[src/rtl/excPkg.sv]
package excPkg;

  // Exception cause, also the index into the vector table
  typedef enum logic [2:0] {
    excNone          = 3'd0,
    excPrefetchAbort = 3'd1,
    excDataAbort     = 3'd2,
    excIrq           = 3'd3,
    excFiq           = 3'd4,
    excUndef         = 3'd5,
    excSwi           = 3'd6
  } excCause_t;

  // Offset removed from the fetch PC for the return address
  // Fetch is two words ahead of execute
  localparam logic [1:0] PcInPlus8 = 2'd0;
  localparam logic [1:0] PcInPlus4 = 2'd1;
  // SWI return is written one cycle late, so no offset
  localparam logic [1:0] PcInPlus0 = 2'd2;

  // Vector addresses in ARM order, indexed by cause
  localparam logic [31:0] vectorAddr [8] = '{
    32'h0000_0000,  // none, unused
    32'h0000_000C,  // prefetch abort
    32'h0000_0010,  // data abort
    32'h0000_0018,  // IRQ
    32'h0000_001C,  // FIQ
    32'h0000_0004,  // undefined
    32'h0000_0008,  // SWI
    32'h0000_0000   // spare code
  };

endpackage

[src/rtl/pipePkg.sv]
package pipePkg;

  // Register file index, sixteen architectural registers
  localparam int unsigned RegIdxW = 4;

  // Datapath width of operands and addresses
  localparam int unsigned DataW = 32;

  // Program counter lives in the register file as r15
  localparam logic [RegIdxW-1:0] PcReg = 4'd15;

  // Operand source select for the execute stage
  // Register file value read in decode
  localparam logic [1:0] FwdNone = 2'd0;
  // Result from the writeback stage
  localparam logic [1:0] FwdW = 2'd1;
  // ALU result from the memory stage
  localparam logic [1:0] FwdM = 2'd2;

endpackage
[src/rtl/pipeCtrl.sv]
`timescale 1ns/1ps

module pipeCtrl (
  input  logic                        clk,
  input  logic                        rstN,
  input  logic [pipePkg::RegIdxW-1:0] srcAD,
  input  logic [pipePkg::RegIdxW-1:0] srcBD,
  input  logic [pipePkg::RegIdxW-1:0] destD,
  input  logic                        regWriteD,
  input  logic                        memToRegD,
  input  logic                        swiD,
  input  logic                        undefD,
  input  logic [pipePkg::DataW-1:0]   rfAD,
  input  logic [pipePkg::DataW-1:0]   rfBD,
  input  logic [pipePkg::DataW-1:0]   aluResultM,
  input  logic [pipePkg::DataW-1:0]   resultW,
  input  logic                        branchTakenE,
  input  logic [pipePkg::DataW-1:0]   branchTargetE,
  input  logic                        dStall,
  input  logic                        iStall,
  input  logic                        multStallD,
  input  logic                        uOpStallD,
  input  logic                        ldmStmForwardE,
  input  logic                        prefetchAbort,
  input  logic                        dataAbort,
  input  logic                        irq,
  input  logic                        fiq,
  input  logic                        undefInstr,
  input  logic                        swi,
  output logic [pipePkg::DataW-1:0]   pcF,
  output logic [pipePkg::DataW-1:0]   savedPC,
  output logic [pipePkg::DataW-1:0]   srcValAE,
  output logic [pipePkg::DataW-1:0]   srcValBE,
  output logic                        stallF,
  output logic                        stallD,
  output logic                        stallE,
  output logic                        stallM,
  output logic                        stallW,
  output logic                        flushD,
  output logic                        flushE,
  output logic                        flushW,
  output logic                        stallUop,
  output logic                        incrementE
);
  import pipePkg::*;
  import excPkg::*;

  // Stage tags
  logic [RegIdxW-1:0] srcAE, srcBE, destE, destM, destW;
  logic regWriteM, regWriteW, memToRegE;
  logic swiE, swiM, swiW, undefE, undefM, undefW;
  logic pcWrPendingF, pcSrcW;
  // RAW matches
  logic match1EM, match1EW, match2EM, match2EW, match1DE, match2DE;
  // Hazard decisions
  logic [1:0] forwardAE, forwardBE, pcInSelect;
  logic exceptionSavePC;
  excCause_t excCause;

  stageTags i_stageTags (
    .clk, .rstN, .srcAD, .srcBD, .destD, .regWriteD, .memToRegD, .swiD, .undefD,
    .stallD, .stallE, .stallM, .stallW, .flushD, .flushE, .flushW,
    .srcAE, .srcBE, .destE, .destM, .destW, .regWriteM, .regWriteW, .memToRegE,
    .swiE, .swiM, .swiW, .undefE, .undefM, .undefW, .pcWrPendingF, .pcSrcW
  );

  regMatch i_regMatch (
    .srcAD, .srcBD, .srcAE, .srcBE, .destE, .destM, .destW,
    .match1EM, .match1EW, .match2EM, .match2EW, .match1DE, .match2DE
  );

  hazard i_hazard (
    .match1EM, .match1EW, .match2EM, .match2EW, .match1DE, .match2DE,
    .regWriteM, .regWriteW, .branchTakenE, .memToRegE, .pcWrPendingF, .pcSrcW,
    .dStall, .iStall, .multStallD, .uOpStallD, .ldmStmForwardE,
    .prefetchAbort, .dataAbort, .irq, .fiq, .undefInstr, .swi,
    .undefD, .undefE, .undefM, .undefW, .swiD, .swiE, .swiM, .swiW,
    .forwardAE, .forwardBE, .stallF, .stallD, .stallE, .stallM, .stallW,
    .flushD, .flushE, .flushW, .incrementE, .stallUop, .exceptionSavePC,
    .pcInSelect, .excCause
  );

  operandStage i_operandStage (
    .clk, .rstN, .rfAD, .rfBD, .aluResultM, .resultW, .stallE, .flushE,
    .forwardAE, .forwardBE, .srcValAE, .srcValBE
  );

  pcUnit i_pcUnit (
    .clk, .rstN, .stallF, .branchTakenE, .exceptionSavePC, .branchTargetE,
    .pcInSelect, .excCause, .pcF, .savedPC
  );

endmodule

[src/rtl/pcUnit.sv]
`timescale 1ns/1ps

module pcUnit (
  input  logic                      clk,
  input  logic                      rstN,
  input  logic                      stallF,
  input  logic                      branchTakenE,
  input  logic                      exceptionSavePC,
  input  logic [pipePkg::DataW-1:0] branchTargetE,
  input  logic [1:0]                pcInSelect,
  input  excPkg::excCause_t         excCause,
  output logic [pipePkg::DataW-1:0] pcF,
  output logic [pipePkg::DataW-1:0] savedPC
);
  import pipePkg::*;
  import excPkg::*;

  logic [DataW-1:0] pcNext;
  // Amount removed from pcF to get the return address
  logic [DataW-1:0] retOffset;

  // Branch redirect beats exception entry, else sequential
  always_comb begin
    if (branchTakenE) begin
      pcNext = branchTargetE;
    end else if (excCause != excNone) begin
      pcNext = vectorAddr[excCause];
    end else begin
      pcNext = pcF + 32'd4;
    end
  end

  always_comb begin
    case (pcInSelect)
      PcInPlus4: retOffset = 32'd4;
      PcInPlus0: retOffset = 32'd0;
      default:   retOffset = 32'd8;
    endcase
  end

  // Fetch PC
  always_ff @(posedge clk or negedge rstN) begin
    if (!rstN) begin
      pcF <= '0;
    end else if (!stallF) begin
      pcF <= pcNext;
    end
  end

  // Return PC captured on the save pulse
  always_ff @(posedge clk or negedge rstN) begin
    if (!rstN) begin
      savedPC <= '0;
    end else if (exceptionSavePC) begin
      savedPC <= pcF - retOffset;
    end
  end

endmodule

[src/rtl/operandStage.sv]
`timescale 1ns/1ps

module operandStage (
  input  logic                     clk,
  input  logic                     rstN,
  input  logic [pipePkg::DataW-1:0] rfAD,
  input  logic [pipePkg::DataW-1:0] rfBD,
  input  logic [pipePkg::DataW-1:0] aluResultM,
  input  logic [pipePkg::DataW-1:0] resultW,
  input  logic                     stallE,
  input  logic                     flushE,
  input  logic [1:0]               forwardAE,
  input  logic [1:0]               forwardBE,
  output logic [pipePkg::DataW-1:0] srcValAE,
  output logic [pipePkg::DataW-1:0] srcValBE
);
  import pipePkg::*;

  // Register file values carried into execute
  logic [DataW-1:0] rfAE;
  logic [DataW-1:0] rfBE;

  // Three-way operand choice
  function automatic logic [DataW-1:0] pickOperand(
    input logic [1:0]       sel,
    input logic [DataW-1:0] regVal,
    input logic [DataW-1:0] memVal,
    input logic [DataW-1:0] wbVal
  );
    logic [DataW-1:0] val;
    case (sel)
      FwdM:    val = memVal;
      FwdW:    val = wbVal;
      FwdNone: val = regVal;
      default: val = regVal;
    endcase
    return val;
  endfunction

  // Decode to execute operand register
  always_ff @(posedge clk or negedge rstN) begin
    if (!rstN) begin
      rfAE <= '0;
      rfBE <= '0;
    end else if (flushE) begin
      rfAE <= '0;
      rfBE <= '0;
    end else if (!stallE) begin
      rfAE <= rfAD;
      rfBE <= rfBD;
    end
  end

  assign srcValAE = pickOperand(forwardAE, rfAE, aluResultM, resultW);
  assign srcValBE = pickOperand(forwardBE, rfBE, aluResultM, resultW);

endmodule

[src/rtl/regMatch.sv]
`timescale 1ns/1ps

module regMatch (
  input  logic [pipePkg::RegIdxW-1:0] srcAD,
  input  logic [pipePkg::RegIdxW-1:0] srcBD,
  input  logic [pipePkg::RegIdxW-1:0] srcAE,
  input  logic [pipePkg::RegIdxW-1:0] srcBE,
  input  logic [pipePkg::RegIdxW-1:0] destE,
  input  logic [pipePkg::RegIdxW-1:0] destM,
  input  logic [pipePkg::RegIdxW-1:0] destW,
  output logic                        match1EM,
  output logic                        match1EW,
  output logic                        match2EM,
  output logic                        match2EW,
  output logic                        match1DE,
  output logic                        match2DE
);
  import pipePkg::*;

  // Destinations that may be forwarded or stalled on
  // An r15 write is handled by the flush path
  logic okE;
  logic okM;
  logic okW;

  assign okE = destE != PcReg;
  assign okM = destM != PcReg;
  assign okW = destW != PcReg;

  // Execute sources against memory and writeback
  assign match1EM = okM & (srcAE == destM);
  assign match1EW = okW & (srcAE == destW);
  assign match2EM = okM & (srcBE == destM);
  assign match2EW = okW & (srcBE == destW);

  // Decode sources against execute, for load use
  assign match1DE = okE & (srcAD == destE);
  assign match2DE = okE & (srcBD == destE);

endmodule

[src/rtl/stageTags.sv]
`timescale 1ns/1ps

module stageTags (
  input  logic                        clk,
  input  logic                        rstN,
  input  logic [pipePkg::RegIdxW-1:0] srcAD,
  input  logic [pipePkg::RegIdxW-1:0] srcBD,
  input  logic [pipePkg::RegIdxW-1:0] destD,
  input  logic                        regWriteD,
  input  logic                        memToRegD,
  input  logic                        swiD,
  input  logic                        undefD,
  input  logic                        stallD,
  input  logic                        stallE,
  input  logic                        stallM,
  input  logic                        stallW,
  input  logic                        flushD,
  input  logic                        flushE,
  input  logic                        flushW,
  output logic [pipePkg::RegIdxW-1:0] srcAE,
  output logic [pipePkg::RegIdxW-1:0] srcBE,
  output logic [pipePkg::RegIdxW-1:0] destE,
  output logic [pipePkg::RegIdxW-1:0] destM,
  output logic [pipePkg::RegIdxW-1:0] destW,
  output logic                        regWriteM,
  output logic                        regWriteW,
  output logic                        memToRegE,
  output logic                        swiE,
  output logic                        swiM,
  output logic                        swiW,
  output logic                        undefE,
  output logic                        undefM,
  output logic                        undefW,
  output logic                        pcWrPendingF,
  output logic                        pcSrcW
);
  import pipePkg::*;

  // Decode slot holds a live instruction
  logic dValid;
  // Decode fields with a squashed slot turned into a bubble
  logic [RegIdxW-1:0] srcAV;
  logic [RegIdxW-1:0] srcBV;
  logic [RegIdxW-1:0] destV;
  logic regWriteV;
  logic memToRegV;
  logic swiV;
  logic undefV;
  logic regWriteE;

  // Decode stage is cleared the cycle after a flush
  always_ff @(posedge clk or negedge rstN) begin
    if (!rstN) begin
      dValid <= 1'b0;
    end else if (flushD) begin
      dValid <= 1'b0;
    end else if (!stallD) begin
      dValid <= 1'b1;
    end
  end

  assign srcAV = dValid ? srcAD : '0;
  assign srcBV = dValid ? srcBD : '0;
  assign destV = dValid ? destD : '0;
  assign regWriteV = dValid & regWriteD;
  assign memToRegV = dValid & memToRegD;
  assign swiV = dValid & swiD;
  assign undefV = dValid & undefD;

  // Execute stage
  // Flush loads a bubble ahead of any stall
  always_ff @(posedge clk or negedge rstN) begin
    if (!rstN) begin
      {srcAE, srcBE, destE, regWriteE, memToRegE, swiE, undefE} <= '0;
    end else if (flushE) begin
      {srcAE, srcBE, destE, regWriteE, memToRegE, swiE, undefE} <= '0;
    end else if (!stallE) begin
      {srcAE, srcBE, destE} <= {srcAV, srcBV, destV};
      {regWriteE, memToRegE, swiE, undefE} <= {regWriteV, memToRegV, swiV, undefV};
    end
  end

  // Memory stage has no flush source
  always_ff @(posedge clk or negedge rstN) begin
    if (!rstN) begin
      {destM, regWriteM, swiM, undefM} <= '0;
    end else if (!stallM) begin
      {destM, regWriteM, swiM, undefM} <= {destE, regWriteE, swiE, undefE};
    end
  end

  // Writeback stage where flush beats stall under back-pressure
  always_ff @(posedge clk or negedge rstN) begin
    if (!rstN) begin
      {destW, regWriteW, swiW, undefW} <= '0;
    end else if (flushW) begin
      {destW, regWriteW, swiW, undefW} <= '0;
    end else if (!stallW) begin
      {destW, regWriteW, swiW, undefW} <= {destM, regWriteM, swiM, undefM};
    end
  end

  // r15 write still in flight ahead of writeback
  assign pcWrPendingF = (regWriteV & (destV == PcReg))
                      | (regWriteE & (destE == PcReg))
                      | (regWriteM & (destM == PcReg));
  // r15 written this cycle
  assign pcSrcW = regWriteW & (destW == PcReg);

endmodule

[src/rtl/hazard.sv]
`timescale 1ns/1ps

module hazard (
  input  logic              match1EM,
  input  logic              match1EW,
  input  logic              match2EM,
  input  logic              match2EW,
  input  logic              match1DE,
  input  logic              match2DE,
  input  logic              regWriteM,
  input  logic              regWriteW,
  input  logic              branchTakenE,
  input  logic              memToRegE,
  input  logic              pcWrPendingF,
  input  logic              pcSrcW,
  input  logic              dStall,
  input  logic              iStall,
  input  logic              multStallD,
  input  logic              uOpStallD,
  input  logic              ldmStmForwardE,
  input  logic              prefetchAbort,
  input  logic              dataAbort,
  input  logic              irq,
  input  logic              fiq,
  input  logic              undefInstr,
  input  logic              swi,
  input  logic              undefD,
  input  logic              undefE,
  input  logic              undefM,
  input  logic              undefW,
  input  logic              swiD,
  input  logic              swiE,
  input  logic              swiM,
  input  logic              swiW,
  output logic [1:0]        forwardAE,
  output logic [1:0]        forwardBE,
  output logic              stallF,
  output logic              stallD,
  output logic              stallE,
  output logic              stallM,
  output logic              stallW,
  output logic              flushD,
  output logic              flushE,
  output logic              flushW,
  output logic              incrementE,
  output logic              stallUop,
  output logic              exceptionSavePC,
  output logic [1:0]        pcInSelect,
  output excPkg::excCause_t excCause
);
  import pipePkg::*;
  import excPkg::*;

  // Decode reads a register that the load in execute has not fetched yet
  logic ldrStallD;
  // Memory or instruction port not ready
  logic memWait;

  // Operand A, memory stage first, then writeback
  // Micro-op sequences take the updated base from memory
  always_comb begin
    if ((match1EM && regWriteM) || ldmStmForwardE) begin
      forwardAE = FwdM;
    end else if (match1EW && regWriteW) begin
      forwardAE = FwdW;
    end else begin
      forwardAE = FwdNone;
    end
  end

  // Operand B, same order without the micro-op override
  always_comb begin
    if (match2EM && regWriteM) begin
      forwardBE = FwdM;
    end else if (match2EW && regWriteW) begin
      forwardBE = FwdW;
    end else begin
      forwardBE = FwdNone;
    end
  end

  // Base register increment for LDM/STM
  assign incrementE = ldmStmForwardE;

  assign ldrStallD = (match1DE | match2DE) & memToRegE;
  assign memWait = dStall | iStall;

  // Hold fetch for load use, PC writes, back-pressure, micro-ops
  // Also hold while a SWI or undefined op is still ahead of writeback
  assign stallF = ldrStallD | pcWrPendingF | memWait | uOpStallD | multStallD
                | swiD | swiE | swiM | undefD | undefE | undefM;
  assign stallD = ldrStallD | memWait | uOpStallD | multStallD | swiE | undefE;
  assign stallUop = ldrStallD | memWait | multStallD;

  // Back-pressure freezes the back end and drops the retiring slot
  assign stallE = memWait;
  assign stallM = memWait;
  assign stallW = memWait;
  assign flushW = memWait;

  // Bubble into execute behind a load or a taken branch
  assign flushE = ldrStallD | branchTakenE | swiM | undefM;
  // Squash wrong-path fetches
  assign flushD = pcWrPendingF | pcSrcW | branchTakenE | iStall
                | swiE | swiM | swiW | undefE | undefM | undefW;

  // Return address saved as the SWI leaves execute
  assign exceptionSavePC = swiE;

  // Exception priority, highest first
  // Return offset comes with the cause
  always_comb begin
    excCause = excNone;
    pcInSelect = PcInPlus8;
    if (prefetchAbort) begin
      excCause = excPrefetchAbort;
    end else if (dataAbort) begin
      excCause = excDataAbort;
      pcInSelect = PcInPlus0;
    end else if (irq) begin
      excCause = excIrq;
    end else if (fiq) begin
      excCause = excFiq;
    end else if (undefInstr) begin
      excCause = excUndef;
      pcInSelect = PcInPlus4;
    end else if (swi) begin
      excCause = excSwi;
      pcInSelect = PcInPlus0;
    end
  end

endmodule

[config.mk]
export PLATFORM = sky130hd
export DESIGN_NAME = pipeCtrl
export DESIGN_NICKNAME = d
export VERILOG_FILES = /design/src/rtl/excPkg.sv /design/src/rtl/pipePkg.sv /design/src/rtl/pipeCtrl.sv /design/src/rtl/pcUnit.sv /design/src/rtl/operandStage.sv /design/src/rtl/regMatch.sv /design/src/rtl/stageTags.sv /design/src/rtl/hazard.sv
export SDC_FILE = /design/constraint.sdc
export NUM_CORES = 1
export LEC_CHECK = 0
export ABC_AREA = 0
export BUFFER_PORTS_ARGS = -buffer_cell sky130_fd_sc_hd__clkbuf_2
export CORE_ASPECT_RATIO = 1.1
export CORE_MARGIN = 1
export CORE_UTILIZATION = 35
export DETAILED_ROUTE_END_ITERATION = 8
export MAX_ROUTING_LAYER = met4
export SETUP_SLACK_MARGIN = 0.15
export SKIP_LAST_GASP = 1
export SYNTH_ARGS = -nofsm -noshare
export SYNTH_HDL_FRONTEND = slang
export SYNTH_HIERARCHICAL = 1
export SYNTH_SLANG_ARGS = --single-unit
[constraint.sdc]
create_clock -name clk -period 6.5 [get_ports clk]
set_input_delay 0.325 -clock clk [delete_from_list [all_inputs] [get_ports clk]]
set_output_delay 0.325 -clock clk [all_outputs]
set_load 0.03 [all_outputs]
==> results.py <==
metrics = {
    "critical_path": {
        "arrival_ns": 3.52,
        "critPathKind": "reg -> out",
        "cp_max_fo": 32,
        "setup.worst_path.start_class": "flip-flop",
        "required_ns": 6.17,
        "critPathCaptureType": "output port",
    },
    "drt": {
        "vias": 9213,
        "wire_per_inst_um": 19.2,
        "drt_pass1_iterations": 5,
        "drtIter0Drc": 671,
        "vias_per_cell": 5.37,
        "wl_um": 33000,
        "drc": 0,
        "postRouteAntennaNets": 0,
    },
    "worst_hold_path": {
        "hold_class": "in -> reg",
    },
    "synthesis": {
        "ys_warn_count": 6,
        "yosysTopAreaCellShare_pct": 41.1,
        "synth_fp_nets": 1289,
        "synth_largest_area_cell": "dfrtp_1",
        "avgSynthCellArea_sq_um": 8.88,
        "synth_cell_types": 58,
        "synth_area_sq_um": 9680,
        "synth_flop_cell": "dfrtp_1",
        "ys_seq_elements": 159,
        "synth_area_leaders": "dfrtp_1 (41%), mux2i_1 (7.7%), a22oi_1 (5.7%)",
        "synthCells": 1090,
        "synth_edf_count": 0,
        "seq_area_frac_synth_pct": 41.1,
        "async_flop_share_pct": 100,
    },
    "placement": {
        "globalplace.congestion": 0.876,
        "dp_slack_ns": 3.13,
        "dp_hpwl_um": 23900,
        "port_buffers": 327,
    },
    "power_and_ir_drop": {
        "power_w": 0.00301,
        "p_int_w": 0.00196,
        "power_frac_seq_pct": 39.8,
        "combPwrFrac_pct": 22.4,
        "ir_drop_mv": 0.144,
        "power.density_nw_per_um2": 252,
        "clockPowerShare_pct": 37.7,
        "leakage_nw": 5.80,
        "switchingPower_w": 0.00104,
        "switching_share_pct": 34.7,
    },
    "global_route": {
        "grt.total_usage_pct": 23.8,
        "grt_max_degree": 67,
        "overflow": 0,
        "grt_pass1_vias": 8851,
        "antenna_found_initial": 1,
        "grt_pass1_wl_um": 51000,
    },
    "clock_network": {
        "clock_sinks": 159,
        "clk_pin_slew_worst_paths_ns": 0.07,
        "cts_tree": "done",
        "htreeDepth": 4,
        "clockBufferDepth": 2,
        "clk-insertion-delay-late_ns": 0.42,
        "cts-resized-gates": 0,
        "cts_root_buffer": "clkbuf_16",
        "cts_buffers": 17,
    },
    "timing": {
        "setup_tns_ns": 0,
        "timing.final.crit_share_pct": 59.1,
        "holdWs_ns": 0.124,
        "rsz0062_at_grt": "no",
        "finalHoldViolCount": 0,
        "worst_clock_skew_ns": 0.0120,
        "setup_viol_count_final": 0,
        "slew_headroom_pct": 23.6,
        "timing.fmax_mhz": 260,
        "slew_violations": 0,
        "post-route-min-period_ns": 3.84,
        "setup_ws_ns": 2.66,
        "max_slew.worst_pin.slew_ns": 1.14,
    },
    "floorplanning": {
        "rows": 63,
        "core_sq_um": 27000,
        "io_pins": 328,
        "die_y_um": 176,
        "die_area_sq_um": 28300,
        "die_x_um": 161,
        "start_util_pct": 35.8,
    },
    "final_layout": {
        "ff_latch_area_sq_um": 3980,
        "finalNetCount": 1545,
        "most-common-layout-cells": "clkbuf_2 (326), dfrtp_1 (158), nor2_1 (138)",
        "multi_input_area_sq_um": 5010,
        "num-fill-cells": 2727,
        "drive_above_1_share_pct": 29.8,
        "final_common_cell": "clkbuf_2",
        "syn2layout_area_growth_pct": 23.2,
    },
    "run": {
        "maxCapViolCount": 0,
    },
    "run_status": {
        "status": "complete, no violations",
    },
}
## power groups by stage
stage | clock network, W | logic (W) | registers (W)
floorplan | 0 | 0.000400 | 0.00124
global placement | 0 | 0.000670 | 0.00121
detailed placement | 0 | 0.000675 | 0.00121
CTS | 0.00117 | 0.000679 | 0.00119
global route | 0.00121 | 0.000732 | 0.00121
finish | 0.00113 | 0.000674 | 0.00120
## path summary, 6_finish.rpt
kind                                                  startpoint                             endpoint  slack, ns  depth (start not counted)
worst min register to register   i_pcUnit/savedPC[1]$_DFFE_PN0P_      i_pcUnit/savedPC[1]$_DFFE_PN0P_       0.51                          1
worst min-delay path                            branchTargetE[0]          i_pcUnit/pcF[0]$_DFFE_PN0P_       0.12                          3
max in group asynchronous                                   rstN     i_pcUnit/savedPC[15]$_DFFE_PN0P_       4.92                          3
min in group asynchronous                                   rstN  i_operandStage/rfAE[28]$_DFFE_PN0P_       0.42                          2
worst max-delay path            i_stageTags/srcBE[2]$_DFFE_PN0P_                         srcValBE[28]       2.66                         10
worst max register to register      i_pcUnit/pcF[10]$_DFFE_PN0N_         i_pcUnit/pcF[31]$_DFFE_PN0N_       3.70                          5
## layer usage
layer / vias up / routed length [um] / global-route usage, %
met5: - / 0 / -
met4: 0 / 664 / 7.34
met3: 40 / 2310 / 4.53
met2: 382 / 15700 / 38.8
met1: 4391 / 14300 / 29.8
li1: 4400 / - / -
## through the flow
| step | area, sq um | utilization [%] | std cells |
|---|---|---|---|
| 2_1_floorplan | 9680 | - | 1090 |
| 3_5_place_dp | 11300 | 41.6 | 1683 |
| 5_1_grt | 11900 | 44.1 | 1717 |
| 3_3_place_gp | 11300 | 41.6 | 1683 |
| 6_report | 11900 | 44.1 | 1717 |
| 4_1_cts | 11900 | 44.1 | 1716 |
## worst max-delay path, stage by stage (launching register included)
cell and delay [ns]:
dfrtp_1 0.45, xnor2_1 0.18, nand3_1 0.11, nor3_2 0.16
and2_1 0.17, nor2_1 0.07, inv_1 0.06, ha_2 0.64
a22oi_1 0.31, o21ai_0 0.60, clkbuf_2 0.32
## state kept, by name, indices dropped and copies added, names as in the netlist, 4 cells and up
register and flops:
i_operandStage/rfAE 32, i_operandStage/rfBE 32, i_pcUnit/pcF 32, i_pcUnit/savedPC 32, i_stageTags/destE 4, i_stageTags/destM 4, i_stageTags/destW 4, i_stageTags/srcAE 4
i_stageTags/srcBE 4
## synth_stat cells (6+ instances only)
library cell / number
a21oi_1: 54
a22oi_1: 73
a31oi_1: 11
and3_1: 9
and4_1: 6
buf_1: 8
buf_12: 6
buf_2: 23
buf_4: 10
clkbuf_1: 47
dfrtp_1: 159
ha_1: 8
inv_1: 25
mux2_2: 9
mux2i_1: 74
nand2_1: 103
nand3_1: 30
nand3b_1: 9
nand4_1: 15
nor2_1: 138
nor3_1: 14
nor3_2: 6
nor4_1: 18
o21ai_0: 106
o31a_1: 8
xnor2_1: 33
xor2_1: 17
## cell type report
| cell class | count | area share [%] |
|---|---|---|
| tap | 357 | 3.74 |
| multi-input combinational | 804 | 42.0 |
| antenna | 1 | 0.0210 |
| clock buffer | 18 | 3.68 |
| inverter | 25 | 0.787 |
| timing repair buffer | 339 | 14.5 |
| clock inverter | 14 | 1.81 |
| sequential | 159 | 33.4 |
## repair_timing
item | in CTS | in global routing
endpoints found under the hold margin | 47 | 0
hold buffers | 1 | 0
setup buffers | 0 | 0
## cells by family after synthesis
family,count (synthesis),share of synthesized area [%]
compound gates,286,18.3
mux,83,8.70
simple gates,376,18.9
flops,159,41.1
fa+ha+maj,9,1.24
buf+inv,127,7.25
xor+xnor,50,4.52
Power figures use the tool's default switching activity.
